--- src/hdl/burstPkg.sv ---
//--------------------------------------------------
// Lane and header types, the per-lane job and the
// keystream used by the cipher lanes
//--------------------------------------------------
package burstPkg;

	localparam int LaneWidth = 32;

	typedef logic [LaneWidth-1:0] laneT;

	// Lane 0 of every bucket header carries this
	typedef logic [LaneWidth-1:0] nonceT;

	typedef struct packed {
		laneT data;
		logic isWrite;
		logic isHeader;
		laneT bucketIdx;
		logic [7:0] burstIdx;
		nonceT nonce;
	} laneJobT;

	//--------------------------------------------------
	// Keyed mixer. Every step is a bijection in x, so a
	// new nonce always gives a new keystream word
	//--------------------------------------------------
	function automatic laneT laneKeystream(input laneT key, input laneT bucketIdx,
			input logic [7:0] burstIdx, input logic [7:0] lane, input nonceT nonce);
		laneT x;
		x = nonce ^ key;
		x = x + bucketIdx * 32'h9E3779B1;
		x = x ^ {burstIdx, lane, burstIdx ^ lane, 8'hA5};
		x = x * 32'h85EBCA6B;
		x = x ^ (x >> 13);
		x = x * 32'hC2B2AE35;
		x = x ^ (x >> 16);
		return x;
	endfunction

endpackage

--- src/hdl/cipherLane.sv ---
//--------------------------------------------------
// One-stage cipher lane, counter mode on one word
//--------------------------------------------------
`timescale 1ns/1ps

module cipherLane
	import burstPkg::*;
#(
	parameter int LaneIdx = 0,
	parameter laneT CipherKey = 32'h3C6EF372
) (
	input logic Clock,
	input logic reset,
	input laneJobT job,
	input logic jobValid,
	output logic jobReady,
	output laneT result,
	output logic resultIsWrite,
	output logic resultValid,
	input logic resultReady
);

	laneT keystream;

	assign keystream = laneKeystream(CipherKey, job.bucketIdx, job.burstIdx,
		8'(LaneIdx), job.nonce);

	// Take a new job when empty or when the held one leaves
	assign jobReady = !resultValid || resultReady;

	always_ff @(posedge Clock) begin
		if (reset)
			resultValid <= 1'b0;
		else if (jobReady)
			resultValid <= jobValid;
	end

	always_ff @(posedge Clock) begin
		if (jobReady && jobValid) begin
			// Headers go out in the clear
			result <= job.isHeader ? job.data : job.data ^ keystream;
			resultIsWrite <= job.isWrite;
		end
	end

	holdWhileStalled: assert property (@(posedge Clock) disable iff (reset)
		resultValid && !resultReady |=>
			resultValid && $stable(result) && $stable(resultIsWrite))
		else $error("lane %0d dropped or changed a stalled result", LaneIdx);

endmodule

--- config.mk ---
export PLATFORM = sky130hd
export DESIGN_NAME = cipherLane
export DESIGN_NICKNAME = d
export VERILOG_FILES = /design/src/hdl/burstPkg.sv /design/src/hdl/cipherLane.sv
export SDC_FILE = /design/constraint.sdc
export NUM_CORES = 2
export LEC_CHECK = 0
export BUFFER_PORTS_ARGS = -buffer_cell sky130_fd_sc_hd__clkbuf_2
export CAP_MARGIN = 20
export CORE_MARGIN = 2
export CORE_UTILIZATION = 30
export CTS_CLUSTER_DIAMETER = 30
export DETAILED_ROUTE_END_ITERATION = 6
export GPL_TIMING_DRIVEN = 1
export PLACE_DENSITY_LB_ADDON = 0.15
export SYNTH_ARGS = -nofsm -noshare
export SYNTH_HDL_FRONTEND = slang
export SYNTH_SLANG_ARGS = --single-unit
--- constraint.sdc ---
create_clock -name Clock -period 21.5 [get_ports Clock]
set_input_delay 4.3 -clock Clock [delete_from_list [all_inputs] [get_ports Clock]]
set_output_delay 4.3 -clock Clock [all_outputs]
set_load 0.05 [all_outputs]
==> results.py <==
metrics = {
    "run_status": {
        "outcome": "complete, no violations",
    },
    "routing": {
        "postRouteAntennaNets": 0,
        "wire_per_inst_um": 18.95,
        "drt-vias-per-instance": 4.246,
        "drt_pass1_iterations": 7,
        "drc": 0,
        "num_vias": 20963,
        "wirelength_mm": 93.56,
        "drtIter0Drc": 662,
    },
    "die": {
        "initial_core_util_pct": 30.24,
        "io_pins": 145,
        "rows": 115,
        "die_y_um": 319.0,
        "dieArea_um2": 101800,
        "die-width_um": 319.0,
        "core_um2": 98420,
    },
    "critical_path": {
        "endpoint_kind": "flop",
        "start_kind": "input port",
        "reg2reg_from": "resultValid",
        "cp.required_ns": 21.54,
        "max_stage_delay_ns": 0.57,
        "startpoint": "job[43]",
        "cp_data_arrival_time_ns": 21.38,
        "cpMostUsedCell": "fa_1",
        "crit_path_max_fanout": 3,
        "critPathKind": "input port to flop",
        "slowest_stage": "fa_2",
    },
    "logic_synthesis": {
        "synth_cell_types": 67,
        "synth_top_area_share_pct": 41.70,
        "avgSynthCellArea_um2": 10.00,
        "synth.most_common_cell": "inv_1",
        "seq_area_frac_synth_pct": 3.397,
        "synthCells": 2976,
        "synthFlopType": "edfxtp_1",
        "ys_ff_latch": 34,
        "synthArstFlopShare_pct": 0,
        "syn_area_um2": 29760,
        "netlist_top_cells_count": "1047 x inv_1, 620 x fa_1, 606 x ha_1",
        "yosysTopAreaCell": "fa_1",
        "yosys_warnings": 0,
        "synth-edff-count": 33,
        "syn-num-nets": 4312,
        "synthTopCellsByArea": "fa_1 42%, ha_1 25%, inv_1 13%",
    },
    "clocking": {
        "numClockSinks": 34,
        "insertion_delay_ns": 0.29,
        "numCtsBuffers": 5,
        "cts_max_level": 2,
        "clk_path_buf_depth": 2,
        "cts_tree": "done",
        "clockRootBuffer": "clkbuf_16",
        "clkTransAtPathRegs_ns": 0.07,
    },
    "sta": {
        "finalCriticalPeriod_ns": 21.34,
        "tns_ns": 0,
        "setup-violations-final": 0,
        "fmax_ghz": 0.04687,
        "fin_ws_ns": 0.1624,
        "worst_pin_slew_ns": 0.7065,
        "rsz0062_at_grt": "true",
        "drv_slew": 0,
        "slew_headroom_pct": 52.90,
        "holdWs_ns": 0.5123,
        "final.period_utilization_pct": 99.24,
        "fin_skew_ns": 0.01113,
        "finalHoldViolCount": 0,
    },
    "grt": {
        "grt_pass1_vias": 23908,
        "track_usage_pct": 18.89,
        "grt_overflow": 0,
        "grt_first_pass_wirelength_mm": 143.7,
        "grt_start_max_net_pins": 36,
        "antenna_found_initial": 2,
    },
    "layout": {
        "fillers": 10132,
        "final_nets": 4984,
        "area_growth_pct": 26.44,
        "drive_gt1_share_pct": 25.71,
        "final_util_pct": 38.24,
    },
    "placement": {
        "dpl.hpwl_mm": 87.90,
        "gp_congestion": 0.8800,
        "pre_cts_ws_ns": -0.8316,
        "port_buffers": 144,
    },
    "flow_run": {
        "drv_cap": 0,
    },
    "worst_hold_path": {
        "min-delay-start": "resultValid",
        "hp-class": "flop to flop",
    },
}
[placed cells by master, fill, tap and decap left out, types with 5 or more instances in the layout]
cell type,synthesis,layout
nor2b_1,12,9
buf_4,2,504
fa_1,620,573
o21bai_1,10,8
buf_6,0,25
nor3_1,13,12
nand3_1,10,9
clkbuf_2,0,136
ha_4,0,44
nand2b_1,14,14
xor2_2,1,7
nor2_1,61,56
inv_1,1047,994
o21ai_2,1,7
edfxtp_1,33,33
nand2_1,35,32
o21ai_1,2,7
o31a_1,7,7
xnor2_1,165,145
a21oi_2,0,17
buf_12,0,6
ha_2,0,8
ha_1,606,554
fa_2,0,47
inv_2,0,48
a21o_1,35,35
clkbuf_16,0,5
o211ai_1,5,5
o21ai_0,32,21
a21oi_1,55,36
o21a_1,21,21
xnor2_2,2,20
xor2_1,96,88
nand4_1,8,8
[worst max-delay path: cells and delay by family]
| kind | cells | cell delay [ns] |
|---|---|---|
| AOI/OAI and AO/OA | 18 | 3.29 |
| adders and majority gates | 26 | 10.74 |
| and+or+nand+nor | 4 | 0.51 |
| buffers and inverters | 22 | 1.66 |
| xor gates and xnor gates | 6 | 0.90 |
[logic make-up (layout without fill, tap and decap cells)]
family,count (synthesis),after routing,synth area share (%)
other,0,1,0
AO/OA/AOI/OAI,214,214,4.922
AND/OR/NAND/NOR,173,173,2.842
multiplexers,2,2,0.06726
adder cells (fa/ha/maj),1226,1226,67.17
XOR/XNOR,269,269,8.231
flip-flops,34,34,3.397
buffers and inverters,1058,1731,13.37
[stage by stage]
stage,cells,cell area (µm²)
global placement,4882,35800
finish,4937,37630
global route,4936,37630
detailed placement,4882,35800
floorplan,2976,29800
CTS,4909,36460
[worst paths after layout]
check           endpoint  slack [ns]  depth (start not counted)
min          resultValid        0.51                          2
min reg2reg  resultValid        0.51                          2
max           result[31]        0.16                         76
max reg2reg   result[24]       20.19                          3
[state kept, by name (all words and copies together), names as in the netlist]
name and cells:
resultValid 1, resultIsWrite 1, result 32
[final cells by class]
type / instances / area, µm² / share of cell area [%]
sequential: 34 / 1011 / 2.686
inverter: 1047 / 3948 / 10.49
antenna: 1 / 2.502 / 0.006649
multi-input combinational: 1884 / 26000 / 69.09
tap: 1287 / 1610 / 4.279
clock buffer: 5 / 125.1 / 0.3325
clock inverter: 3 / 16.27 / 0.04322
timing repair buffer: 676 / 4920 / 13.07
[per-layer routing]
layer | vias up | part of all wire [%] | track usage [%]
li1 | 10239 | - | -
met1 | 10374 | 44 | 24.07
met2 | 278 | 52 | 35.10
met3 | 72 | 2.3 | 1.270
met4 | 0 | 2.1 | 3.564
met5 | - | 0 | 0
[timing repair]
item,in CTS,in global routing
buffers inserted,19,30
hold endpoints to repair,0,0
endpoints found under the setup margin,18,28
pin swaps,91,139
hold buffers,0,0
gates resized for setup,81,218
Power is left out: the tool's default activity adds up to more than one toggle a clock period on the data nets, which glitch-free logic cannot reach.
