File: src/hdl/burstPkg.sv
//--------------------------------------------------
// Lane and header types, the per-lane job and the
// keystream used by the cipher lanes
//--------------------------------------------------
package burstPkg;

	localparam int LaneWidth = 32;

	typedef logic [LaneWidth-1:0] laneT;

	// Lane 0 of every bucket header carries this
	typedef logic [LaneWidth-1:0] nonceT;

	typedef struct packed {
		laneT data;
		logic isWrite;
		logic isHeader;
		laneT bucketIdx;
		logic [7:0] burstIdx;
		nonceT nonce;
	} laneJobT;

	//--------------------------------------------------
	// Keyed mixer. Every step is a bijection in x, so a
	// new nonce always gives a new keystream word
	//--------------------------------------------------
	function automatic laneT laneKeystream(input laneT key, input laneT bucketIdx,
			input logic [7:0] burstIdx, input logic [7:0] lane, input nonceT nonce);
		laneT x;
		x = nonce ^ key;
		x = x + bucketIdx * 32'h9E3779B1;
		x = x ^ {burstIdx, lane, burstIdx ^ lane, 8'hA5};
		x = x * 32'h85EBCA6B;
		x = x ^ (x >> 13);
		x = x * 32'hC2B2AE35;
		x = x ^ (x >> 16);
		return x;
	endfunction

endpackage

File: src/hdl/oramGeometryPkg.sv
//--------------------------------------------------
// Tree geometry, index types and the path, DRAM and
// bucket context structs
//--------------------------------------------------
package oramGeometryPkg;
	import burstPkg::*;

	// Deepest tree the index types are sized for
	localparam int MaxLevels = 15;

	typedef logic [MaxLevels-1:0] leafT;

	// Heap order, root bucket is 0
	typedef logic [MaxLevels:0] bucketIdxT;

	typedef logic [31:0] dramAddrT;

	typedef struct packed {
		logic isWrite;
		leafT leaf;
	} pathCmdT;

	// One command moves all bursts of one bucket
	typedef struct packed {
		dramAddrT addr;
		logic isWrite;
	} dramCmdT;

	typedef struct packed {
		logic isWrite;
		bucketIdxT bucketIdx;
		nonceT nonce;
	} bucketCtxT;

endpackage

File: src/hdl/pathAddresser.sv
//--------------------------------------------------
// Path command walker: one DRAM command and one
// bucket context per level, plus the write nonce
//--------------------------------------------------
`timescale 1ns/1ps

module pathAddresser
	import oramGeometryPkg::*, burstPkg::*;
#(
	parameter int OramLevels = 3,
	parameter int BucketBursts = 3
) (
	input logic Clock,
	input logic reset,
	input pathCmdT cmd,
	input logic cmdValid,
	output logic cmdReady,
	output dramCmdT dramCmd,
	output logic dramCmdValid,
	input logic dramCmdReady,
	output bucketCtxT ctx,
	output logic ctxValid,
	input logic ctxReady,
	input logic readRoom
);

	localparam int LevelWidth = $clog2(MaxLevels + 1);
	typedef logic [LevelWidth-1:0] levelT;
	localparam levelT LastLevel = levelT'(OramLevels);

	logic busy;
	levelT level;
	logic isWriteReg;
	leafT leafReg;
	nonceT nonceCount;
	nonceT pathNonce;
	bucketIdxT bucketIdx;
	logic fire;
	logic step;

	// Reads wait until nothing is outstanding, since DRAM read data cannot stall
	assign cmdReady = !busy && (cmd.isWrite || readRoom);
	assign fire = cmdValid && cmdReady;

	// Command and context move together
	assign dramCmdValid = busy && ctxReady;
	assign ctxValid = dramCmdValid && dramCmdReady;
	assign step = ctxValid;

	// 2^l - 1 + (leaf >> (L - l))
	assign bucketIdx = (bucketIdxT'(1) << level) - bucketIdxT'(1)
		+ bucketIdxT'(leafReg >> (LastLevel - level));

	assign dramCmd.addr = dramAddrT'(bucketIdx) * dramAddrT'(BucketBursts);
	assign dramCmd.isWrite = isWriteReg;
	assign ctx.isWrite = isWriteReg;
	assign ctx.bucketIdx = bucketIdx;
	assign ctx.nonce = pathNonce;

	always_ff @(posedge Clock) begin
		if (reset) begin
			busy <= 1'b0;
			level <= '0;
			nonceCount <= '0;
		end else if (fire) begin
			busy <= 1'b1;
			level <= '0;
			if (cmd.isWrite)
				nonceCount <= nonceCount + 1'b1;
		end else if (step) begin
			if (level == LastLevel)
				busy <= 1'b0;
			else
				level <= level + 1'b1;
		end
	end

	// Path payload, latched on accept
	always_ff @(posedge Clock) begin
		if (fire) begin
			isWriteReg <= cmd.isWrite;
			leafReg <= cmd.leaf;
			pathNonce <= nonceCount;
		end
	end

	levelBound: assert property (@(posedge Clock) disable iff (reset)
		busy |-> level <= LastLevel)
		else $error("level walked past the leaf");

endmodule

File: config.mk
export PLATFORM = sky130hd
export DESIGN_NAME = pathAddresser
export DESIGN_NICKNAME = d
export VERILOG_FILES = /design/src/hdl/burstPkg.sv /design/src/hdl/oramGeometryPkg.sv /design/src/hdl/pathAddresser.sv
export SDC_FILE = /design/constraint.sdc
export NUM_CORES = 1
export LEC_CHECK = 0
export BUFFER_PORTS_ARGS = -buffer_cell sky130_fd_sc_hd__buf_2
export CELL_PAD_IN_SITES_DETAIL_PLACEMENT = 1
export CELL_PAD_IN_SITES_GLOBAL_PLACEMENT = 1
export CORE_MARGIN = 1
export CORE_UTILIZATION = 43
export DETAILED_ROUTE_END_ITERATION = 10
export GPL_TIMING_DRIVEN = 0
export PLACE_DENSITY = 0.9
export SETUP_SLACK_MARGIN = 0.4
export SLEW_MARGIN = 15
export SYNTH_ARGS = -nofsm -noshare
export SYNTH_HDL_FRONTEND = slang
export SYNTH_SLANG_ARGS = --single-unit
File: constraint.sdc
create_clock -name Clock -period 6.6 [get_ports Clock]
set_clock_uncertainty 0.2 [all_clocks]
set_input_delay 0.33 -clock Clock [delete_from_list [all_inputs] [get_ports Clock]]
set_output_delay 0.33 -clock Clock [all_outputs]
set_load 0.02 [all_outputs]
==> summary.md <==
| Metric | Value |
|---|---|
| Dpl cells | `860` |
| Worst flop-to-flop path startpoint | `busy` |
| Share of total power in sequential cells | `0.246` |
| Net load switching power | `approximately 1000 µW` |
| Cell with the most instances after synthesis | `nor2_1` |
| Most used cell, CP | `ha_1` |
| Total setup violations reported at the end of the flow | `0` |
| Number of antenna violations at the first check in global routing | `0` |
| DR iter-0 viols | `about 230` |
| Root cell of the clock tree | `clkbuf_16` |
| Reg2Reg Capture Point | `nonceCount[30]` |
| Maximum operating frequency | `around 0.17 GHz` |
| Worst min-delay path startpoint | `reset` |
| Overall routing resource usage | `0.244` |
| Number of nets with antenna violations after routing | `0` |
| Area contributors post-synth | `edfxtp_1 26%, dfxtp_1 13%, ha_1 12%` |
| Combinational share of power | `0.543` |
| Total of warnings raised by yosys | `0` |
| First-pass detailed-route iteration total | `4` |
| Peak VDD IR | `0.187 mV` |
| Arr. time, crit path | `about 5.4 ns` |
| Internal power consumption | `around 1400 µW` |
| Site row count | `just over 40` |
| Run status | `finished, final reports clean` |
| Ports | `approximately 110` |
| Part of the power in the clock network | `0.211` |
| Switching part of the total power | `0.418` |
| Fraction of the yosys area taken by sequential cells | `0.387` |
| Total Die Area | `13600 µm²` |
| Cell variety after synth | `between 60 and 70` |
| Register-to-register setup slack | `~3.9 ns` |
| Vias after detailed routing | `4675` |
| Total power per unit cell area | `around 340 nW/µm²` |
| Total number of clock tree sinks | `85` |
| Number of enable-type register cells in the synthesized netlist | `48` |
| Vias per std cell | `~5.2` |
| Maximum number of pins on one net before global-route repair | `28` |
| Initial standard-cell utilization of the core | `0.445` |
| P_leak | `between 0.003 and 0.004 µW` |
| Instance count along the most critical hold path | `2` |
| Flip-flop and latch count after synthesis | `85` |
| Final max-slew violation count | `0` |
| Number of global-route vias before repair | `4921` |
| Congestion Overflow GR | `0` |
| Max H-tree Level | `3` |
| Largest buffer count on any clock path | `2` |
| WP data required | `about 6.1 ns` |
| Count of inserted antenna diode cells | `0` |
| Cell area after synthesis | `around 5600 µm²` |
| Estimated wirelength of the detail-placed design | `approximately 11000 µm` |
| Hold slack final | `between 0.1 and 0.15 ns` |
| Clock-pin slew on the worst setup and hold paths | `roughly 0.060 ns` |
| Cell breakdown of the critical path | `clkbuf_2 -> inv_1 -> ha_1 -> clkbuf_4 -> buf_4 -> mux2i_2 -> ha_4 -> inv_1 -> ha_1 -> a211oi_1 -> o21bai_2 -> a211oi_2 -> o21ba_2 -> o21ai_0 -> a31o_2 -> a21o_1 -> xor2_2 -> ha_1 -> and3_1 -> nand2_1 -> o31ai_2 -> xor2_1 -> buf_2` |
| Async SR Flop Fraction | `0` |
| Number of CTS-inserted buffers | `9` |
| Largest area contributor in the netlist | `edfxtp_1` |
| Worst slew margin relative to its limit | `0.638` |
| Maximum Capacitance Violations | `0` |
| Ratio of final minimum period to clock period | `0.897` |
| Slew of the pin with the lowest slew margin | `~0.54 ns` |
| Synth top area share | `0.256` |
| GPL Wtd Cong | `~0.82` |
| Routed length per placed instance | `18.1 µm` |
| Worst min-delay path endpoint | `nonceCount[31]` |
| Synth cell count leaders | `70 x nor2_1, 55 x nand2_1, 52 x ha_1` |
| Chip width | `around 120 µm` |
| Endpoint class of the critical path | `output port` |
| Hold violation total from the final report | `0` |
| Placeable core area | `approximately 13000 µm²` |
| Die span in y | `between 100 and 150 µm` |
| Number of DRC violations after detailed routing | `0` |
| Critical setup path kind | `flip-flop to output port` |
| Area growth from synthesis to layout | `24.5%` |
| Kind of start point of the critical path | `flip-flop` |
| Max stage delay on crit path | `0.32 ns` |
| RSZ-0062 raised after global routing | `no` |
| Layout net count | `792` |
| Final Non-Filler Cells | `893` |
| IO buf count | `91` |
| Dominant register cell in the synthesized netlist | `edfxtp_1` |
| Number of inserted filler cells in the final layout | `1452` |
| Slowest cell on the critical path | `mux2i_2` |
| Path depth of the worst reg2reg path | `9` |
| Crit-path max FO | `10` |
| Routed wire length | `roughly 16000 µm` |
| Setup_tns | `0 ns` |
| Final worst path period need | `5.92 ns` |
| Mean instance size in the synthesized netlist | `approximately 9.7 µm²` |
| Min-Delay Path Class | `input port to flip-flop` |
| Skew-Pair Late Insertion Delay | `0.34 ns` |
| Cells after Synth | `just under 600` |
| Clock tree from TritonCTS | `done` |
| Fraction of final layout cells with drive strength greater than 1 | `0.273` |
| Wire length of the first global-routing pass | `25400 µm` |
[worst max path at each step]
| stage | to | slack (ns) | from |
|---|---|---|---|
| 2_1_floorplan | dramCmd[14] | 0.64 | level[2] |
| 3_3_place_gp | dramCmd[17] | 0.41 | level[2] |
| 3_5_place_dp | dramCmd[17] | 0.18 | level[2] |
| 4_1_cts | dramCmd[15] | 0.42 | level[2] |
| 5_1_grt | dramCmd[15] | 0.37 | level[3] |
| 6_report | dramCmd[17] | 0.68 | level[3] |
[repair_timing]
item,4_1_cts,5_1_grt
gates resized for setup,16,38
hold buffers,16,0
pin swaps,0,3
hold endpoints to repair,16,0
setup buffers,0,1
endpoints found under the setup margin,7,7
[power by group through the flow]
stage | clock (µW) | sequential (µW) | combinational, µW
2_1_floorplan | 0 | 612 | 913
3_3_place_gp | 0 | 599 | 1170
3_5_place_dp | 0 | 600 | 1240
4_1_cts | 504 | 590 | 1260
5_1_grt | 531 | 592 | 1420
6_report | 509 | 591 | 1310
[flip-flops by register name, indices dropped and copies added, names as in the netlist]
signal and flops:
leafReg 15, pathNonce 32, isWriteReg 1, nonceCount 32, level 4, busy 1
[stage by stage]
stage	cell area (µm²)	total power [µW]	setup slack, ns	util
finish	7010	2410	0.681	0.553
global route	7010	2540	0.375	0.553
CTS	6880	2360	0.423	0.543
detailed placement	6380	1840	0.176	0.504
global placement	6350	1770	0.406	0.501
floorplan	5680	1530	0.638	-
[cells by family (layout without fill, tap and decap cells)]
family          after synthesis  after routing  share of synthesized area
compound gates               91             91                      0.117
buf+inv                      79            204                     0.0642
fa+ha+maj                    54             54                      0.123
simple gates                196            196                      0.169
mux                          21             21                     0.0478
xor+xnor                     56             56                     0.0917
other cells                   1             14                   0.000666
flops                        85             85                      0.387
[critical path, delay by kind of cell (launching register included)]
family,cells,cell delay (ns)
compound gates,8,1.73
xor+xnor,2,0.34
fa+ha+maj,4,1.12
buf+inv,6,0.93
flops,1,0.31
mux,1,0.32
simple gates,2,0.32
[layout by cell type, fill, tap and decap left out, types with 6 or more instances in the layout]
cell type and count:
nor2_1 70, and3_1 11, ha_1 50, o21ai_0 20, buf_4 20, dlygate4sd3_1 16
xor2_1 29, conb_1 14, nor3_1 7, xnor2_1 20, edfxtp_1 48, dfxtp_1 36
a21oi_1 19, nand3_1 17, nand4_1 8, mux2_2 7, clkbuf_1 7, nand2_1 55
inv_1 46, clkbuf_16 9, a21oi_2 6, buf_2 92, mux2i_1 7
[layer usage]
metal,part of all wire,GRT usage,up-vias
li1,-,-,2242
met5,0,0,-
met4,0.028,0.0889,0
met3,0.040,0.0394,34
met1,0.39,0.261,2267
met2,0.54,0.477,132
[layout make-up]
class | count | area, µm² | share of cell area
clock inverters | 4 | 48.8 | 0.00696
well taps | 172 | 215 | 0.0307
plain buffers | 32 | 221 | 0.0316
multi-input cells | 432 | 3270 | 0.466
repair buffers | 109 | 651 | 0.0928
inverters | 47 | 176 | 0.0252
flip-flops and latches | 85 | 2180 | 0.311
clock buffers | 12 | 246 | 0.0352
(Power assumes the default switching activity.)
