[src/hdl/pathBuffer.sv]
//--------------------------------------------------
// Circular FIFO with a type parameter payload
//--------------------------------------------------
`timescale 1ns/1ps

module pathBuffer #(
	parameter type payloadT = logic [31:0],
	parameter int Depth = 4
) (
	input logic Clock,
	input logic reset,
	input payloadT inData,
	input logic inValid,
	output logic inReady,
	output payloadT outData,
	output logic outValid,
	input logic outReady,
	output logic room
);

	localparam int PtrWidth = (Depth > 1) ? $clog2(Depth) : 1;
	localparam logic [PtrWidth:0] Full = (PtrWidth + 1)'(Depth);
	localparam logic [PtrWidth-1:0] LastSlot = PtrWidth'(Depth - 1);

	payloadT mem [Depth];
	logic [PtrWidth-1:0] wrPtr;
	logic [PtrWidth-1:0] rdPtr;
	logic [PtrWidth:0] count;
	logic push;
	logic pop;

	assign inReady = (count != Full);
	assign outValid = (count != '0);
	// Whole buffer free
	assign room = (count == '0);
	assign outData = mem[rdPtr];

	assign push = inValid && inReady;
	assign pop = outValid && outReady;

	always_ff @(posedge Clock) begin
		if (push)
			mem[wrPtr] <= inData;
	end

	always_ff @(posedge Clock) begin
		if (reset) begin
			wrPtr <= '0;
			rdPtr <= '0;
			count <= '0;
		end else begin
			if (push)
				wrPtr <= (wrPtr == LastSlot) ? '0 : wrPtr + 1'b1;
			if (pop)
				rdPtr <= (rdPtr == LastSlot) ? '0 : rdPtr + 1'b1;
			if (push && !pop)
				count <= count + 1'b1;
			else if (pop && !push)
				count <= count - 1'b1;
		end
	end

	// Upstream only offers data when there is space
	noOverflow: assert property (@(posedge Clock) disable iff (reset)
		inValid |-> inReady)
		else $error("write offered to a full buffer");

endmodule

[config.mk]
export PLATFORM = sky130hd
export DESIGN_NAME = pathBuffer
export DESIGN_NICKNAME = d
export VERILOG_FILES = /design/src/hdl/pathBuffer.sv
export SDC_FILE = /design/constraint.sdc
export NUM_CORES = 1
export LEC_CHECK = 0
export BUFFER_PORTS_ARGS = -buffer_cell sky130_fd_sc_hd__buf_2
export CAP_MARGIN = 40
export CELL_PAD_IN_SITES_DETAIL_PLACEMENT = 0
export CELL_PAD_IN_SITES_GLOBAL_PLACEMENT = 2
export CORE_MARGIN = 10
export CORE_UTILIZATION = 40
export DETAILED_ROUTE_END_ITERATION = 16
export MAX_ROUTING_LAYER = met4
export PLACE_DENSITY_LB_ADDON = 0.12
export SETUP_SLACK_MARGIN = 0.4
export SLEW_MARGIN = 5
export SYNTH_ARGS = -nofsm -noshare
export SYNTH_HDL_FRONTEND = slang
export SYNTH_SLANG_ARGS = --single-unit
[constraint.sdc]
create_clock -name Clock -period 2.3 [get_ports Clock]
set_input_delay 0.23 -clock Clock [delete_from_list [all_inputs] [get_ports Clock]]
set_output_delay 0.23 -clock Clock [all_outputs]
set_load 0.03 [all_outputs]
==> results of run 1 <==
[path summary, 6_finish.rpt]
path | start | to | slack [ns] | cells after the start
hold reg to reg | rdPtr[0] | flip-flop | 0.49 | 2
setup / recovery | count[2] | count[2] | 0.33 | 8
setup reg to reg | count[2] | count[2] | 0.33 | 8
hold / removal | inData[6] | mem[2][6] | 0.04 | 1
[per-stage QoR]
stage / hold WS (ns) / power [W] / utilization / cell area, um^2
global placement: 0.446 / 0.00510 / 0.455 / 5700
global route: 0.0271 / 0.00848 / 0.533 / 6680
detailed placement: 0.447 / 0.00516 / 0.462 / 5780
finish: 0.0352 / 0.00812 / 0.533 / 6680
floorplan: 0.329 / 0.00455 / - / 5120
CTS: 0.0146 / 0.00803 / 0.522 / 6530
[kinds of logic after synthesis]
family	synth area share
buf+inv	0.0108
mux	0.148
compound gates	0.00689
flops	0.792
fa+ha+maj	0.0187
xor+xnor	0.00345
simple gates	0.0209
[layout make-up]
type	instances	area, um^2
clock inverter	4	67.6
clock buffer	28	507
fill	1045	5840
multi-input combinational	66	1040
timing repair buffer	83	788
antenna	1	2.50
inverter	4	15.0
sequential	137	4040
tap	172	215
[power by group]
group | internal [W] | leakage (nW) | total, W | switching, W
Combinational | 0.00112 | 0.777 | 0.00235 | 0.00123
Clock | 0.00170 | 0.278 | 0.00259 | 0.000887
Sequential | 0.00304 | 1.25 | 0.00318 | 0.000133
Total | 0.00587 | 2.30 | 0.00812 | 0.00226
[flip-flops by register name, summed over array words and instances (netlist names), named ones only]
register,count
mem,128
rdPtr,2
wrPtr,2
count,3
[layout by cell type, fill, tap and decap left out, types with 4 or more instances in the layout]
cell type,count
and3_2,4
buf_12,5
buf_2,38
buf_4,4
buf_6,32
clkbuf_1,7
clkbuf_16,18
clkbuf_8,4
dfxtp_1,4
edfxtp_1,128
ha_1,5
mux4_2,32
[layer usage]
layer,vias to the layer above,track usage,share of wire
met1,1258,0.140,0.44
met4,0,0.0550,0.014
met3,14,0.0409,0.038
met5,-,-,0
li1,1093,-,-
met2,56,0.181,0.51
[what timing repair did]
item	in CTS	in global routing
setup buffers	1	1
hold buffers	0	0
pin swaps	1	0
gates cloned	2	1
setup endpoints to repair	34	34
resized for setup	37	50
==> flow_summary.json, run 1 <==
{
  "syn-cell-area_um2": 5080,
  "dr.pass1.iters": 4,
  "synth_top_area_share": 0.756,
  "synthTopCellsByArea": "edfxtp_1 76%, mux4_2 14%, dfxtp_1 3.5%",
  "status": "completed",
  "initial_utilization": 0.406,
  "pin_count": 71,
  "numCtsBuffers": 17,
  "setup_tns_ns": 0,
  "hold_viol": 0,
  "synth_most_common_cell": "edfxtp_1",
  "crit_chain": "or3b_4, and2_4, ha_4, inv_2, fa_2, xor2_1, or3_4, a21oi_2",
  "drive_above_1_share": 0.488,
  "cp-end-kind": "flip-flop",
  "yosysWarnings": 0,
  "ys_seq_area_frac": 0.792,
  "power_density_nw_per_um2": 1220,
  "core_um2": 12500,
  "overflow": 0,
  "drc": 0,
  "rsz0062_at_grt": "yes",
  "die_h_um": 133,
  "clkLatencyLatePin_ns": 0.41,
  "worst-setup-path-type": "flip-flop to flip-flop",
  "wl_per_cell_um": 19.5,
  "hold_class": "input pin to flip-flop",
  "yosys-top-cells-count": "128 x edfxtp_1, 32 x mux4_2, 9 x dfxtp_1, 6 x ha_1",
  "cts_htree_levels": 4,
  "synth_cells": 216,
  "viasPerCell": 4.89,
  "worstPathRequired_ns": 2.64,
  "ir_drop_v": 0.000485,
  "grt_use_total": 0.119,
  "clk_pin_slew_ns": 0.05,
  "finalCritPeriodShare": 0.857,
  "ys_types": 26,
  "dpl.hpwl_um": 5910,
  "cts_sinks": 137,
  "placedCellCount": 457,
  "fin_nets": 352,
  "row_count": 41,
  "routed_wl_um": 9660,
  "grt_pass1_vias": 2639,
  "die_w_um": 133,
  "cp-start-kind": "flip-flop",
  "grt_max_degree": 29,
  "syn2layout_area_growth_pct": 31.3,
  "fmax_ghz": 0.507,
  "avgSynthCellArea_um2": 23.5,
  "finalNonFillerCells": 495,
  "slowest_delay_ns": 0.37,
  "cts-root-buf": "clkbuf_16",
  "ys_ff_latch": 137,
  "ant_nets": 0,
  "yosysTopAreaCell": "edfxtp_1",
  "fin_ws_ns": 0.329,
  "grt_pass1_wl_um": 15200,
  "cts_max_path_buffers": 2,
  "finalSetupViolations": 0,
  "power_leakage_nw": 2.30,
  "period_minus_slack_ns": 1.97,
  "path_max_fanout": 5,
  "cts_tree": "yes",
  "port_buffers": 70,
  "vias": 2421,
  "drtIter0Drc": 93,
  "ys.flop_type": "edfxtp_1",
  "path_buf_inv": 1,
  "synth_nets": 259,
  "crit_family": "simple AND/OR/NAND/NOR gates",
  "die_area_um2": 17600,
  "cp.arrival_ns": 2.31,
  "dpl_worst_slack_ns": 0.240,
  "slew_violations": 0,
  "relSlewSlack": 0.670,
  "fin_skew_ns": 0.00757,
  "antenna_found_initial": 1,
  "max_cap_violations": 0,
  "worst_path_max_delay_cell": "fa_2",
  "place_congestion": 0.761,
  "synth_edf_count": 128,
  "worst_pin_slew_ns": 0.495,
  "synthArstFlopShare": 0
}
Power figures use the tool's default switching activity.
==> inputs of run 2 (changes only) <==
--- a/config.mk
+++ b/config.mk
@@ -14,6 +14,7 @@
 export DETAILED_ROUTE_END_ITERATION = 16
 export MAX_ROUTING_LAYER = met4
 export PLACE_DENSITY_LB_ADDON = 0.12
+export RECOVER_POWER = 25
 export SETUP_SLACK_MARGIN = 0.4
 export SLEW_MARGIN = 5
 export SYNTH_ARGS = -nofsm -noshare
==> run 2 against run 1 <==
Net effect: cell count fell by 0.20%; worst setup slack barely moved; critical endpoint unchanged; via count barely moved; worst hold slack improved by 0.0069 ns; critical path type unchanged; final area fell by 0.43%; clock-buffer cell count did not move; die area did not move; flip-flop and latch count did not move.
==> flow_summary.json, run 2 (same netlist as run 1, synthesis figures left out) <==
{
  "clk_pin_slew_ns": 0.05,
  "numCtsBuffers": 17,
  "path_max_fanout": 5,
  "cp-end-kind": "flip-flop",
  "viasPerCell": 4.90,
  "power_density_nw_per_um2": 1220,
  "die_w_um": 133,
  "cp.arrival_ns": 2.31,
  "rsz0062_at_grt": "yes",
  "largest_reg_flops": 128,
  "setup_tns_ns": 0,
  "dpl.hpwl_um": 5910,
  "cp-start-kind": "flip-flop",
  "initial_utilization": 0.406,
  "overflow": 0,
  "relSlewSlack": 0.667,
  "syn2layout_area_growth_pct": 30.8,
  "layout_common_cells": "128 x edfxtp_1, 32 x mux4_2, 32 x buf_6",
  "largestRegisters": "mem: 128 flops, count: 3 flops",
  "worst_path_max_delay_cell": "fa_2",
  "path_buf_inv": 1,
  "die_area_um2": 17600,
  "row_count": 41,
  "power_frac_comb": 0.289,
  "core_um2": 12500,
  "worst-setup-path-type": "flip-flop to flip-flop",
  "clockPowerShare": 0.320,
  "max_cap_violations": 0,
  "largest_register": "mem",
  "hold_class": "input pin to flip-flop",
  "routed_wl_um": 9690,
  "cts-root-buf": "clkbuf_16",
  "swShare": 0.279,
  "period_minus_slack_ns": 1.97,
  "slowest_delay_ns": 0.37,
  "ant_nets": 0,
  "cts_sinks": 137,
  "grt_max_degree": 29,
  "cts_max_path_buffers": 2,
  "crit_family": "simple AND/OR/NAND/NOR gates",
  "place_congestion": 0.761,
  "fin_nets": 352,
  "drive_above_1_share": 0.422,
  "antenna_found_initial": 0,
  "port_buffers": 70,
  "wl_per_cell_um": 19.6,
  "dpl_worst_slack_ns": 0.240,
  "grt_use_total": 0.119,
  "hold_viol": 0,
  "die_h_um": 133,
  "finalCritPeriodShare": 0.857,
  "netSwitchingPower_w": 0.00226,
  "mostFrequentLayoutCell": "edfxtp_1",
  "p_int_w": 0.00586,
  "pwr-share-seq": 0.391,
  "slew_violations": 0,
  "clkLatencyLatePin_ns": 0.41,
  "worst_pin_slew_ns": 0.500,
  "worstPathRequired_ns": 2.64,
  "ir_drop_v": 0.000485,
  "cts_htree_levels": 4,
  "finalSetupViolations": 0,
  "cts_tree": "yes",
  "fmax_ghz": 0.507,
  "power_leakage_nw": 2.25,
  "crit_chain": "or3b_4, and2_4, ha_4, inv_2, fa_2, xor2_1, or3_4, a21oi_2",
  "drtIter0Drc": 96,
  "fin_skew_ns": 0.00655,
  "pin_count": 71,
  "drc": 0,
  "vias": 2419,
  "fin_ws_ns": 0.329,
  "grt_pass1_wl_um": 15200,
  "diodes": 0,
  "dr.pass1.iters": 4,
  "grt_pass1_vias": 2639,
  "status": "completed"
}
==> run 2: changes by cell type in the layout (fill, tap and decap cells not counted), sizes merged <==
cell	delta
buf	-21
diode	-1
clkbuf	+21
==> run 2: per-layer routing <==
metal,part of all wire,routed length [um],GRT usage
met1,0.44,4290,0.140
met2,0.50,4830,0.181
met3,0.040,388,0.0409
met4,0.018,177,0.0550
met5,0,0,-
==> run 2: final cells by class <==
type	count	area, um^2
repair buffers	83	762
flip-flops and latches	137	4040
inverters	4	15.0
fillers	1046	5870
clock inverters	4	67.6
multi-input cells	66	1040
clock buffers	28	507
well taps	172	215
==> run 2: final timing paths <==
check / from / end / slack, ns / depth (start not counted)
worst max-delay path: count[2] / count[2] / 0.33 / 8
worst min-delay path: inData[10] / mem[2][10] / 0.04 / 1
worst max register to register: count[2] / count[2] / 0.33 / 8
worst min register to register: rdPtr[0] / flip-flop / 0.49 / 2
==> run 2: power groups by stage <==
stage	combinational [W]	sequential [W]	clock [W]
4_1_cts	0.00220	0.00317	0.00265
6_report	0.00235	0.00318	0.00260
3_5_place_dp	0.00196	0.00320	0
2_1_floorplan	0.00140	0.00316	0
5_1_grt	0.00249	0.00321	0.00278
3_3_place_gp	0.00191	0.00320	0
==> run 2: worst reg2reg max path: cells and delay by family, from the launching register on <==
family / cells / cell delay (ns)
buffers and inverters: 1 / 0.04
AND/OR/NAND/NOR: 3 / 0.73
adder cells (fa/ha/maj): 2 / 0.51
flip-flops: 1 / 0.34
XOR/XNOR: 1 / 0.16
AO/OA/AOI/OAI: 1 / 0.12
==> run 2: repair_timing <==
item                       CTS  global route
gates resized for setup     37            50
cloned                       2             1
pin swaps                    1             0
setup endpoints to repair   34            34
hold buffers                 0             0
setup buffers                1             1
==> run 2: through the flow <==
| stage | cells | utilization | power (W) | hold WS [ns] | instance area (um^2) |
|---|---|---|---|---|---|
| global placement | 453 | 0.455 | 0.00510 | 0.446 | 5700 |
| CTS | 492 | 0.522 | 0.00803 | 0.0146 | 6530 |
| finish | 494 | 0.531 | 0.00812 | 0.0421 | 6650 |
| global route | 494 | 0.531 | 0.00848 | 0.0404 | 6650 |
| detailed placement | 457 | 0.462 | 0.00516 | 0.447 | 5780 |
| floorplan | 216 | - | 0.00455 | 0.329 | 5120 |
==> inputs of run 3 (changes only) <==
--- a/config.mk
+++ b/config.mk
@@ -12,6 +12,7 @@
 export CORE_MARGIN = 10
 export CORE_UTILIZATION = 40
 export DETAILED_ROUTE_END_ITERATION = 16
+export GPL_TIMING_DRIVEN = 1
 export MAX_ROUTING_LAYER = met4
 export PLACE_DENSITY_LB_ADDON = 0.12
 export RECOVER_POWER = 25
==> constraint.sdc (replaced) <==
create_clock -name Clock -period 2.3 [get_ports Clock]
set_input_delay 0.23 -clock Clock [delete_from_list [all_inputs] [get_ports Clock]]
set_output_delay 0.23 -clock Clock [all_outputs]
set_load 0.02 [all_outputs]
==> run 3 against run 2 <==
Net effect: first-iteration DRC count rose by 18%; critical endpoint is now outData[21]; flip-flop and latch count did not move; final area rose by 0.70%; cell count rose by 1.0%; clock-buffer cell count fell by 9; critical path depth fell by 5.
==> flow_summary.json, run 3 (same netlist as run 1, synthesis figures left out) <==
{
  "drive_above_1_share": 0.436,
  "hold_class": "input pin to flip-flop",
  "grt_pass1_vias": 2642,
  "pin_count": 71,
  "hold_viol": 0,
  "rsz0062_at_grt": "yes",
  "antenna_found_initial": 1,
  "cts_sinks": 137,
  "initial_utilization": 0.406,
  "numCtsBuffers": 17,
  "ir_drop_v": 0.000446,
  "drc": 0,
  "hold-path-cell-count": 1,
  "worst_pin_slew_ns": 0.488,
  "cp-start-kind": "flip-flop",
  "routed_wl_um": 9610,
  "vias": 2375,
  "cts_hold_buf": 0,
  "fmax_ghz": 0.516,
  "dpl_worst_slack_ns": 0.259,
  "cts_htree_levels": 4,
  "wl_per_cell_um": 19.2,
  "largest_register": "mem",
  "overflow": 0,
  "die_h_um": 133,
  "drtIter0Drc": 113,
  "cts-root-buf": "clkbuf_16",
  "crit_family": "multiplexers",
  "worst_path_max_delay_cell": "mux4_2",
  "r2r_cells": 8,
  "syn2layout_area_growth_pct": 31.7,
  "grt_use_total": 0.116,
  "row_count": 41,
  "dr.pass1.iters": 4,
  "largest_reg_flops": 128,
  "setup_tns_ns": 0,
  "hold_slack_ns": 0.0498,
  "fin_ws_ns": 0.363,
  "cts_tree": "yes",
  "relSlewSlack": 0.675,
  "mostFrequentLayoutCell": "edfxtp_1",
  "dpl.hpwl_um": 5850,
  "path_depth": 3,
  "power_density_nw_per_um2": 1200,
  "period_minus_slack_ns": 1.94,
  "viasPerCell": 4.76,
  "status": "completed",
  "slowest_delay_ns": 0.54,
  "power_leakage_nw": 2.28,
  "finalCritPeriodShare": 0.842,
  "clk_pin_slew_ns": 0.05,
  "max_cap_violations": 0,
  "die_area_um2": 17600,
  "fin_skew_ns": 0.00718,
  "cp-end-kind": "primary output",
  "path_buf_inv": 2,
  "path_max_fanout": 8,
  "fin_nets": 356,
  "cp.arrival_ns": 1.71,
  "port_buffers": 70,
  "finalSetupViolations": 0,
  "ant_nets": 0,
  "grt_max_degree": 29,
  "slew_violations": 0,
  "grt_pass1_wl_um": 14800,
  "clkLatencyLatePin_ns": 0.40,
  "die_w_um": 133,
  "crit_chain": "buf_12, mux4_2, buf_6",
  "layout_common_cells": "128 x edfxtp_1, 32 x mux4_2, 31 x buf_6",
  "largestRegisters": "mem: 128 flops, count: 3 flops",
  "core_um2": 12500,
  "worstPathRequired_ns": 2.07,
  "cts_max_path_buffers": 2,
  "place_congestion": 0.758,
  "worst-setup-path-type": "flip-flop to primary output"
}
==> run 3: cell types whose count changed in the layout (fill, tap and decap cells not counted), sizes merged <==
cell / change
diode: +1
clkbuf: -10
bufinv: +2
buf: +5
clkinv: +7
==> run 3: per-layer routing <==
layer | track usage | share of wire
met2 | 0.182 | 0.51
met1 | 0.130 | 0.44
met4 | 0.0458 | 0.011
met3 | 0.0466 | 0.041
met5 | - | 0
==> run 3: metrics by stage <==
stage	area (um^2)	util	cells	power (W)
2_1_floorplan	5120	-	216	0.00435
3_3_place_gp	5700	0.455	453	0.00491
3_5_place_dp	5780	0.462	457	0.00496
4_1_cts	6550	0.523	492	0.00793
5_1_grt	6690	0.535	499	0.00841
6_report	6690	0.535	499	0.00806
==> run 3: final timing paths <==
| check | startpoint | to | slack [ns] |
|---|---|---|---|
| worst min register to register | rdPtr[0] | flip-flop | 0.52 |
| worst max-delay path | flip-flop | outData[21] | 0.36 |
| worst min-delay path | inData[15] | mem[0][15] | 0.05 |
| worst max register to register | count[2] | count[2] | 0.39 |
==> run 3: area by class of cell <==
| cell class | instances | area, um^2 |
|---|---|---|
| Multi-Input combinational cell | 66 | 1040 |
| Timing Repair Buffer | 87 | 787 |
| Antenna cell | 1 | 2.50 |
| Clock buffer | 19 | 433 |
| Fill cell | 1035 | 5820 |
| Tap cell | 172 | 215 |
| Inverter | 4 | 15.0 |
| Clock inverter | 13 | 158 |
| Sequential cell | 137 | 4040 |
==> run 3: repair_timing <==
| item | in CTS | in global routing |
|---|---|---|
| resized for setup | 37 | 33 |
| setup buffers | 1 | 5 |
| pin swaps | 0 | 1 |
| setup endpoints to repair | 34 | 34 |
| cloned | 2 | 1 |
==> run 3: report_power, final <==
group | internal (W) | switching [W]
Combinational | 0.00114 | 0.00104
Clock | 0.00178 | 0.000922
Sequential | 0.00305 | 0.000133
Total | 0.00597 | 0.00210
==> run 3: worst reg2reg max path, delay by kind of cell, from the launching register on <==
kind	cells	cell delay [ns]
AO/OA/AOI/OAI	1	0.11
XOR/XNOR	1	0.16
adder cells (fa/ha/maj)	2	0.46
buffers and inverters	1	0.03
flip-flops	1	0.36
AND/OR/NAND/NOR	3	0.72
