`config.mk`:
```
export PLATFORM = sky130hd
export DESIGN_NAME = laneFeeder
export DESIGN_NICKNAME = d
export VERILOG_FILES = /design/src/hdl/burstPkg.sv /design/src/hdl/oramGeometryPkg.sv /design/src/hdl/laneFeeder.sv
export SDC_FILE = /design/constraint.sdc
export NUM_CORES = 1
export LEC_CHECK = 0
export BUFFER_PORTS_ARGS = -buffer_cell sky130_fd_sc_hd__buf_2
export CAP_MARGIN = 20
export CORE_AREA = 2 2 290 292
export CTS_CLUSTER_DIAMETER = 100
export DETAILED_ROUTE_END_ITERATION = 8
export DIE_AREA = 0 0 292 294
export PLACE_DENSITY = 0.3
export SYNTH_ARGS = -nofsm -noshare
export SYNTH_HDL_FRONTEND = slang
export SYNTH_SLANG_ARGS = --single-unit
```
`constraint.sdc`:
```
create_clock -name Clock -period 4.3 [get_ports Clock]
set_clock_uncertainty 0.1 [all_clocks]
set_input_delay 0.86 -clock Clock [delete_from_list [all_inputs] [get_ports Clock]]
set_output_delay 0.86 -clock Clock [all_outputs]
set_load 0.01 [all_outputs]
```
`src/hdl/burstPkg.sv`:
```
//--------------------------------------------------
// Lane and header types, the per-lane job and the
// keystream used by the cipher lanes
//--------------------------------------------------
package burstPkg;

	localparam int LaneWidth = 32;

	typedef logic [LaneWidth-1:0] laneT;

	// Lane 0 of every bucket header carries this
	typedef logic [LaneWidth-1:0] nonceT;

	typedef struct packed {
		laneT data;
		logic isWrite;
		logic isHeader;
		laneT bucketIdx;
		logic [7:0] burstIdx;
		nonceT nonce;
	} laneJobT;

	//--------------------------------------------------
	// Keyed mixer. Every step is a bijection in x, so a
	// new nonce always gives a new keystream word
	//--------------------------------------------------
	function automatic laneT laneKeystream(input laneT key, input laneT bucketIdx,
			input logic [7:0] burstIdx, input logic [7:0] lane, input nonceT nonce);
		laneT x;
		x = nonce ^ key;
		x = x + bucketIdx * 32'h9E3779B1;
		x = x ^ {burstIdx, lane, burstIdx ^ lane, 8'hA5};
		x = x * 32'h85EBCA6B;
		x = x ^ (x >> 13);
		x = x * 32'hC2B2AE35;
		x = x ^ (x >> 16);
		return x;
	endfunction

endpackage

```
`src/hdl/oramGeometryPkg.sv`:
```
//--------------------------------------------------
// Tree geometry, index types and the path, DRAM and
// bucket context structs
//--------------------------------------------------
package oramGeometryPkg;
	import burstPkg::*;

	// Deepest tree the index types are sized for
	localparam int MaxLevels = 15;

	typedef logic [MaxLevels-1:0] leafT;

	// Heap order, root bucket is 0
	typedef logic [MaxLevels:0] bucketIdxT;

	typedef logic [31:0] dramAddrT;

	typedef struct packed {
		logic isWrite;
		leafT leaf;
	} pathCmdT;

	// One command moves all bursts of one bucket
	typedef struct packed {
		dramAddrT addr;
		logic isWrite;
	} dramCmdT;

	typedef struct packed {
		logic isWrite;
		bucketIdxT bucketIdx;
		nonceT nonce;
	} bucketCtxT;

endpackage

```
`src/hdl/laneFeeder.sv`:
```
//--------------------------------------------------
// Builds lane jobs per bucket burst, strips read
// headers and inserts write headers
//--------------------------------------------------
`timescale 1ns/1ps

module laneFeeder
	import oramGeometryPkg::*, burstPkg::*;
#(
	parameter int OramLevels = 3,
	parameter int BucketBursts = 3,
	parameter int LaneCount = 4
) (
	input logic Clock,
	input logic reset,
	input bucketCtxT ctx,
	input logic ctxValid,
	output logic ctxReady,
	input laneT [LaneCount-1:0] dramData,
	input logic dramDataValid,
	output logic dramDataReady,
	input laneT [LaneCount-1:0] writeData,
	input logic writeDataValid,
	output logic writeDataReady,
	output laneJobT [LaneCount-1:0] jobs,
	output logic jobsValid,
	input logic [LaneCount-1:0] jobsReady
);

	localparam logic [7:0] LastBurst = 8'(BucketBursts - 1);
	localparam bucketIdxT BucketsInTree = bucketIdxT'((2 << OramLevels) - 1);

	logic [7:0] burstCnt;
	logic headerBurst;
	logic lastBurst;
	logic allReady;
	logic advance;
	nonceT readNonce;
	nonceT jobNonce;
	laneT [LaneCount-1:0] srcData;

	assign allReady = &jobsReady;
	assign headerBurst = (burstCnt == '0);
	assign lastBurst = (burstCnt == LastBurst);

	// Write nonce comes with the context, read nonce from the header
	assign jobNonce = ctx.isWrite ? ctx.nonce : readNonce;

	//--------------------------------------------------
	// Stream selection and handshakes
	//--------------------------------------------------
	always_comb begin
		jobsValid = 1'b0;
		dramDataReady = 1'b0;
		writeDataReady = 1'b0;
		advance = 1'b0;
		if (ctxValid) begin
			if (ctx.isWrite) begin
				jobsValid = headerBurst || writeDataValid;
				writeDataReady = !headerBurst && allReady;
				advance = jobsValid && allReady;
			end else begin
				// Header is swallowed here
				jobsValid = !headerBurst && dramDataValid;
				dramDataReady = headerBurst || allReady;
				advance = dramDataValid && dramDataReady;
			end
		end
		// Context stays at the head until its last burst
		ctxReady = advance && lastBurst;
	end

	always_comb begin
		srcData = ctx.isWrite ? writeData : dramData;
		if (headerBurst) begin
			srcData = '0;
			srcData[0] = ctx.nonce;
		end
	end

	always_comb begin
		for (int i = 0; i < LaneCount; i++) begin
			jobs[i].data = srcData[i];
			jobs[i].isWrite = ctx.isWrite;
			jobs[i].isHeader = headerBurst;
			jobs[i].bucketIdx = laneT'(ctx.bucketIdx);
			jobs[i].burstIdx = burstCnt;
			jobs[i].nonce = jobNonce;
		end
	end

	always_ff @(posedge Clock) begin
		if (reset)
			burstCnt <= '0;
		else if (advance)
			burstCnt <= lastBurst ? '0 : burstCnt + 1'b1;
	end

	always_ff @(posedge Clock) begin
		if (ctxValid && !ctx.isWrite && headerBurst && dramDataValid)
			readNonce <= dramData[0];
	end

	bucketInTree: assert property (@(posedge Clock) disable iff (reset)
		ctxValid |-> ctx.bucketIdx < BucketsInTree)
		else $error("context bucket outside the tree");

endmodule

```
==> results.yml, run 1 <==
placement:
  dp.cells: 2177
  dpl-instance-area_um2: 8610
  post-dp-hpwl_um: 29100
  buffers_added_on_ports: 597
  routabilityCongestion: 0.791
  place_ws_ps: 1070
worst_setup_path:
  critical_path.cell_chain: "inv_1 > ha_1 > or3b_2 > nor2_4 > buf_12 > o221ai_2 > nor2_1 > buf_2"
  cp-end-kind: "primary output"
  worst_setup_path_start_kind: "register"
  slowest_stage_cell_on_the_critical_path: "or3b_2"
  critical_r2r_launch: "burstCnt[0]$_SDFFE_PP0P_"
  worst_r2r_endpoint: "readNonce[4]$_DFFE_PP_"
  rrSetupSlack_ps: 1460
  max_stage_delay_ps: 500
  critical_path_arrival_ps: 2440
  critical_path.max_fanout: 94
  rr_worst_depth: 7
  cp_data_required_time_ps: 3340
  crit_path_kind: "reg -> out"
floorplan:
  initial_core_util_pct: 7.25
  row_count: 106
  ioPinCount: 742
  floorplan.die_area_um2: 85800
  die_w_um: 292
  coreArea_um2: 82900
  die_height_um: 294
timing:
  hold_viol: 0
  clock.fmax_mhz: 294
  min_period_over_period_pct: 79.1
  finalSetupTns_ps: 0
  worst_pin_slew_ps: 562
  slew_headroom_pct: 62.5
  hold_slack_ps: 499
  setup_slack_ps: 899
  period_needed_ps: 3400
  setup_repair_after_global_routing_missed_its_margin: "no"
  report.final.slew_viol_count: 0
  final-setup-viol-count: 0
route:
  drt-vias-per-instance: 2.77
  routed_wl_um: 33200
  drt-wirelength-per-cell_um: 15.1
  first_pass_iters: 4
  drc: 0
  ant_nets: 0
  dr_total_vias: 6075
  drt_iter0_drc: 213
clock_tree:
  clock-root-buffer: "clkbuf_16"
  ctsHoldBuffers: 0
  cts_max_path_buffers: 2
  worst_setup_hold_path_clk_slew_ps: 60
  post_cts_setup_buffer_count: 0
  cts_sinks: 40
  clkLatencyLatePin_ps: 310
  post_cts.resized_instances: 0
  h-tree-depth: 2
  cts_tree: "built"
  cts_buffers: 5
pwr:
  finalPower_mw: 1.79
  max-vdd-ir-drop_v: 0.000183
  power.static_leakage_nw: 4.66
  pwr_density_cell_nw_per_um2: 203
worst_hold_path:
  min-delay-start: "burstCnt[1]$_SDFFE_PP0P_"
  min_to: "burstCnt[1]$_SDFFE_PP0P_"
  worstHoldPathType: "reg -> reg"
  whs_path_depth: 2
yosys:
  synth_cell_type_count: 36
  synth_sequential_area_ratio_pct: 18.7
  netlist_area_um2: 6010
  postSynthRegisterBits: 40
  syn_inst_count: 722
  syn-mean-instance-area_um2: 8.32
  synthesis.yosys.warnings: 0
status:
  status: "finished clean"
finish:
  layout.nets: 1421
  post-route-cell-area_um2: 8810
  layout.core_utilization_pct: 10.6
  area_delta_synth_final_pct: 46.6
  final_cells: 2192
  drive_gt1_share_pct: 59.6
  fillCellCount: 9698
run:
  count_of_max_cap_constraint_violations: 0
global_route:
  vias_in_the_first_global_route: 5804
  maximum_number_of_pins_on_one_net_before_global_route_repair: 95
  antenna_violations_before_repair: 32
  grt_usage_pct: 7.15
  grt_pass1_wl_um: 42900
  globalRouteOverflowTotal: 0
worst max-delay path by stage:
| stage | to | cells after the start | slack (ps) | startpoint |
|---|---|---|---|---|
| 6_report | ctxReady | 8 | 900 | burstCnt[0]$_SDFFE_PP0P_ |
| 5_1_grt | ctxReady | 8 | 680 | burstCnt[0]$_SDFFE_PP0P_ |
| 4_1_cts | ctxReady | 8 | 790 | burstCnt[0]$_SDFFE_PP0P_ |
| 3_5_place_dp | jobs[83] | 5 | 1070 | ctx[48] |
| 3_3_place_gp | jobs[122] | 4 | 1090 | ctx[48] |
| 2_1_floorplan | jobs[106] | 4 | 1400 | ctx[48] |
state kept, by name, summed over array words and instances (netlist names):
| name | cells |
|---|---|
| burstCnt | 8 |
| readNonce | 32 |
logic make-up (layout without fill, tap and decap cells):
| family | count (synthesis) | in the layout | share of synthesized area (%) |
|---|---|---|---|
| and+or+nand+nor | 165 | 165 | 11.6 |
| DFF | 40 | 40 | 18.7 |
| muxes | 167 | 167 | 28.6 |
| other | 1 | 72 | 0.0624 |
| AOI/OAI and AO/OA | 49 | 49 | 4.95 |
| buffers and inverters | 297 | 616 | 35.5 |
| adders and majority gates | 3 | 3 | 0.625 |
area by class of cell:
cell class	count	area, µm²	area share [%]
multi-input combinational	448	2990	34.0
clock buffer	5	125	1.42
timing repair buffer	606	3130	35.5
inverter	3	11.3	0.128
tap	1080	1350	15.3
antenna	8	20.0	0.227
sequential	40	1120	12.7
clock inverter	2	60.1	0.682
power by group:
part / total [mW] / switching, mW / leakage [nW] / internal, mW
Sequential: 0.437 / 0.00619 / 0.358 / 0.431
Clock: 0.535 / 0.204 / 0.0899 / 0.331
Combinational: 0.817 / 0.465 / 4.21 / 0.351
layer usage:
layer	global-route usage, %	vias up	routed length, µm
met5	0	-	86
li1	-	2865	-
met3	3.20	65	3980
met2	11.6	453	15000
met4	2.44	14	984
met1	8.30	2678	13200
cell usage in the layout (no fill, tap or decap), drive strengths merged, types with 6 or more instances in the layout:
cell type,count
o21ai,34
nor2b,6
edfxtp,32
nand2,37
diode,8
dfxtp,8
mux2,37
nor2,106
mux2i,130
conb,64
a21oi,6
buf,606
worst max-delay path: cells and delay by family (launching register included):
kind,cells,cell delay [ps]
adders and majority gates,1,190
DFF,1,390
and+or+nand+nor,3,800
buffers and inverters,3,540
AOI/OAI and AO/OA,1,210
cells in the mapped netlist:
cell type,n,area (µm²)
mux2_2,37,417
or4_4,1,11.3
nand3b_1,1,7.51
o2111ai_2,1,15.0
a211o_1,1,8.76
nor2_1,105,394
ha_1,3,37.5
clkbuf_1,9,33.8
o211a_1,1,10.0
dfxtp_1,8,160
nand2b_1,2,12.5
and4_1,2,17.5
buf_1,3,11.3
o221ai_2,1,15.0
a41oi_1,1,8.76
conb_1,1,3.75
and3_1,2,12.5
mux2i_1,130,1300
o311a_1,1,10.0
o21ai_1,1,5.00
or3b_2,1,8.76
nand2_1,37,139
inv_1,3,11.3
edfxtp_1,32,961
buf_2,18,90.1
a221oi_2,1,15.0
nor2_4,1,11.3
o21a_1,2,15.0
o21ai_0,33,165
a21oi_1,6,30.0
buf_6,1,11.3
nor4_2,1,12.5
nand3_1,2,10.0
nor2b_1,6,37.5
buf_4,263,1970
nand4_1,4,25.0
Note: power is estimated with default switching activity, not from simulation.
==> run 2, diff against run 1 <==
CORE_AREA = 2 2 287 289   (was 2 2 290 292)
DIE_AREA = 0 0 289 291   (was 0 0 292 294)
PLACE_DENSITY = 0.31   (was 0.3)
clock period = 3.1 ns   (was 4.3 ns; I/O delays follow)
==> run 2 against run 1 <==
Routed wire length up 8.5%. Setup slack worse by 730 ps. Die area down 2.0%. Highest routed layer unchanged. Cell area up 4.3%.
==> results.yml, run 2 (synthesis gave the netlist of run 1 again) <==
route:
  drc: 0
  first_pass_iters: 4
  ant_nets: 0
  routed_wl_um: 36000
  dr_total_vias: 6212
  drt_iter0_drc: 169
  drt-wirelength-per-cell_um: 16.3
  drt-vias-per-instance: 2.82
placement:
  routabilityCongestion: 0.786
  post-dp-hpwl_um: 28800
  dpl-instance-area_um2: 8730
  buffers_added_on_ports: 597
finish:
  area_delta_synth_final_pct: 52.9
  layout.core_utilization_pct: 11.3
  mostFrequentLayoutCells: "596 x buf_2, 130 x mux2i_1, 105 x nor2_1"
  commonest_non_fill_non_tap_cell_in_the_layout: "buf_2"
  registers.top_by_ff_count: "readNonce"
  fillCellCount: 9454
  area_occupied_by_registers_um2: 1120
  top_regs: "readNonce (32), burstCnt (8)"
  multi_input_area_um2: 3020
  drive_gt1_share_pct: 60.9
  largest_register_ff_count: 32
  post-route-cell-area_um2: 9190
  layout.nets: 1449
global_route:
  vias_in_the_first_global_route: 5638
  globalRouteOverflowTotal: 0
  groute.layer.met2.usage_pct: 12.0
  maximum_number_of_pins_on_one_net_before_global_route_repair: 70
  antenna_violations_before_repair: 24
  grt_pass1_wl_um: 41500
  m1_gr_usage_pct: 8.30
  global_route.peak_usage_layer: "met2"
  grt_use_met3_pct: 2.77
  grt_usage_pct: 7.12
timing:
  finalSetupTns_ps: 0
  hold_viol: 0
  final-setup-viol-count: 0
  clock.fmax_mhz: 341
  report.final.slew_viol_count: 0
  worst_pin_slew_ps: 500
  min_period_over_period_pct: 94.6
  period_needed_ps: 2930
  setup_repair_after_global_routing_missed_its_margin: "no"
  slew_headroom_pct: 66.4
worst_hold_path:
  worstHoldPathType: "in -> reg"
clock_tree:
  worst_setup_hold_path_clk_slew_ps: 70
  clkLatencyLatePin_ps: 310
  cts_sinks: 40
  cts_buffers: 5
  cts_tree: "built"
  cts_max_path_buffers: 2
  h-tree-depth: 2
  clock-root-buffer: "clkbuf_16"
floorplan:
  die_height_um: 291
  die_w_um: 289
  initial_core_util_pct: 7.40
  ioPinCount: 742
  coreArea_um2: 81200
  floorplan.die_area_um2: 84100
  row_count: 105
worst_setup_path:
  worst_setup_path_start_kind: "register"
  max_stage_delay_ps: 390
  slowest_stage_cell_on_the_critical_path: "or3b_4"
  critical_path.cell_chain: "inv_1 > ha_4 > or3b_4 > nor2_4 > buf_12 > buf_16 > clkbuf_16 > nor2_1 > buf_2"
  critical_path_arrival_ps: 2210
  rrSetupSlack_ps: 460
  cp-end-kind: "primary output"
  cp_data_required_time_ps: 2380
  crit_path_kind: "reg -> out"
  critical_path.max_fanout: 15
pwr:
  power.static_leakage_nw: 4.87
  max-vdd-ir-drop_v: 0.000181
  pwr_density_cell_nw_per_um2: 268
status:
  status: "finished clean"
run:
  count_of_max_cap_constraint_violations: 0
run 2: worst paths after layout:
kind,from,end,cells after the start
setup / recovery,burstCnt[0]$_SDFFE_PP0P_,jobs[307],9
hold / removal,dramData[19],readNonce[19]$_DFFE_PP_,1
setup reg to reg,burstCnt[0]$_SDFFE_PP0P_,readNonce[28]$_DFFE_PP_,8
hold reg to reg,burstCnt[2]$_SDFFE_PP0P_,burstCnt[2]$_SDFFE_PP0P_,2
run 2: stage by stage:
step                hold WS (ps)  power [mW]  std cells  worst slack (ps)
floorplan                    479        1.46        785               217
global placement             481        1.80       2180               374
detailed placement           493        1.80       2180               341
CTS                          364        2.41       2187              8.16
global route                 379        2.64       2203              8.19
finish                       399        2.46       2206               167
run 2: power breakdown:
| group | switching, mW | total [mW] | internal [mW] | leakage [nW] |
|---|---|---|---|---|
| clock | 0.261 | 0.555 | 0.294 | 0.0657 |
| sequential | 0.00532 | 0.602 | 0.597 | 0.358 |
| combinational | 0.721 | 1.30 | 0.583 | 4.45 |
run 2: timing repair:
action | 4_1_cts | 5_1_grt
hold buffers | 0 | 0
gates resized for setup | 2 | 9
pin swaps | 0 | 4
cloned | 0 | 9
setup buffers | 0 | 6
endpoints found under the setup margin | 49 | 65
run 2: critical path, delay by kind of cell (launching register included):
family / cells / cell delay [ps]
and+or+nand+nor: 3 / 640
DFF: 1 / 320
buffers and inverters: 5 / 760
adders and majority gates: 1 / 140
run 2: metal layers:
layer	part of all wire [%]	wire (µm)
met4	2.2	799
met1	40	14300
met3	12	4150
met5	0.15	55
met2	46	16700
run 2: cell type report:
class	count	share of cell area, %
Inverter	3	0.123
Clock buffer	5	1.36
Sequential cell	40	12.2
Tap cell	1070	14.6
Timing Repair Buffer	634	38.6
Antenna cell	4	0.109
Multi-Input combinational cell	448	32.9
Clock inverter	2	0.136
==> run 3, diff against run 2 <==
CELL_PAD_IN_SITES_DETAIL_PLACEMENT = 1   (was default)
CELL_PAD_IN_SITES_GLOBAL_PLACEMENT = 1   (was default)
CORE_AREA = 2 2 289 291   (was 2 2 287 289)
DIE_AREA = 0 0 291 293   (was 0 0 289 291)
PLACE_DENSITY = 0.41   (was 0.31)
SLEW_MARGIN = 15   (was default)
==> run 3 against run 2 <==
Power is 5.4% higher. Worst hold slack got worse by 11 ps. First-iteration DRC count fell by 11%. Final cell count grew 0.41%. Sequential cell count did not move. Global-route usage grew 1.5 points.
==> results.yml, run 3 (synthesis gave the netlist of run 1 again) <==
status:
  status: "finished clean"
clock_tree:
  cts_tree: "built"
  cts_sinks: 40
  ctsHoldBuffers: 0
  clock-root-buffer: "clkbuf_16"
  cts_max_path_buffers: 2
  h-tree-depth: 2
  clkLatencyLatePin_ps: 320
  cts_buffers: 5
  worst_setup_hold_path_clk_slew_ps: 80
route:
  first_pass_iters: 4
  routed_wl_um: 38800
  ant_nets: 0
  drt_iter0_drc: 150
  dr_total_vias: 6317
  drt-wirelength-per-cell_um: 17.5
  drc: 0
  drt-vias-per-instance: 2.85
finish:
  top_regs: "readNonce (32), burstCnt (8)"
  layout.core_utilization_pct: 11.3
  mostFrequentLayoutCells: "594 x buf_2, 130 x mux2i_1, 105 x nor2_1"
  fillCellCount: 9969
  largest_register_ff_count: 32
  drive_gt1_share_pct: 61.1
  commonest_non_fill_non_tap_cell_in_the_layout: "buf_2"
  area_occupied_by_registers_um2: 1130
  area_delta_synth_final_pct: 53.8
  layout.nets: 1456
  final_cells: 2215
  multi_input_area_um2: 3000
  registers.top_by_ff_count: "readNonce"
pwr:
  max-vdd-ir-drop_v: 0.000173
  pwr_density_cell_nw_per_um2: 281
  power.static_leakage_nw: 4.91
global_route:
  vias_in_the_first_global_route: 6554
  globalRouteOverflowTotal: 0
  antenna_violations_before_repair: 25
  grt_pass1_wl_um: 51200
  maximum_number_of_pins_on_one_net_before_global_route_repair: 35
  grt_usage_pct: 8.58
worst_hold_path:
  worstHoldPathType: "in -> reg"
timing:
  slew_headroom_pct: 63.8
  hold_viol: 0
  setup_slack_ps: 150
  min_period_over_period_pct: 95.2
  finalSetupTns_ps: 0
  clock.fmax_mhz: 339
  worst_pin_slew_ps: 539
  setup_repair_after_global_routing_missed_its_margin: "no"
  final-setup-viol-count: 0
  report.final.slew_viol_count: 0
  period_needed_ps: 2950
run:
  count_of_max_cap_constraint_violations: 0
placement:
  post-dp-hpwl_um: 31900
  routabilityCongestion: 0.809
  dp.cells: 2187
  place_ws_ps: 215
  buffers_added_on_ports: 597
floorplan:
  die_w_um: 291
  row_count: 105
  floorplan.die_area_um2: 85300
  ioPinCount: 742
  initial_core_util_pct: 7.34
  die_height_um: 293
  coreArea_um2: 81800
worst_setup_path:
  worst_setup_path_start_kind: "register"
  critical_path_arrival_ps: 2230
  crit_path_kind: "reg -> out"
  cp_data_required_time_ps: 2380
  cp-end-kind: "primary output"
  critical_path.max_fanout: 8
==> run 3: critical path: stages, from the launching register on <==
cell	delay [ps]
dfxtp_1	380
or4_4	600
nor2_4	140
buf_12	180
bufbuf_16	300
nand2_1	50
o21ai_0	70
buf_2	160
==> run 3: through the flow <==
step	total power [mW]	hold WS (ps)	area [µm²]
finish	2.59	388	9250
global route	2.78	364	9230
CTS	2.71	355	9260
detailed placement	1.83	488	8740
global placement	1.82	477	8740
floorplan	1.46	479	6250
==> run 3: path summary, 6_finish.rpt <==
check                           startpoint                        to  slack (ps)  cells after the start
setup reg to reg  burstCnt[7]$_SDFFE_PP0P_   readNonce[29]$_DFFE_PP_         460                      7
hold reg to reg   burstCnt[1]$_SDFFE_PP0P_  burstCnt[1]$_SDFFE_PP0P_         410                      2
hold / removal                dramData[21]   readNonce[21]$_DFFE_PP_         390                      1
setup / recovery  burstCnt[7]$_SDFFE_PP0P_                  jobs[87]         150                      7
==> run 3: routing by layer <==
| layer | global-route usage, % | vias to the layer above | routed length, µm |
|---|---|---|---|
| li1 | - | 2945 | - |
| met1 | 9.62 | 2868 | 15600 |
| met2 | 14.6 | 438 | 18300 |
| met3 | 3.94 | 56 | 3920 |
| met4 | 2.26 | 10 | 885 |
| met5 | 0 | - | 46 |
==> run 3: repair_timing <==
item	CTS	global route
gates resized for setup	13	5
gates cloned	6	0
endpoints found under the setup margin	93	120
buffers inserted	8	3
pin swaps	1	1
==> run 3: cell type report <==
cell class,count,area share [%]
flip-flops and latches,40,12.2
clock buffers,5,1.35
multi-input cells,448,32.4
inverters,3,0.122
diodes,5,0.135
clock inverters,3,0.460
repair buffers,641,38.8
well taps,1070,14.5
==> run 3: power by group <==
| part | switching, mW | internal, mW |
|---|---|---|
| sequential | 0.00610 | 0.597 |
| clock | 0.280 | 0.380 |
| combinational | 0.736 | 0.595 |
| total | 1.02 | 1.57 |
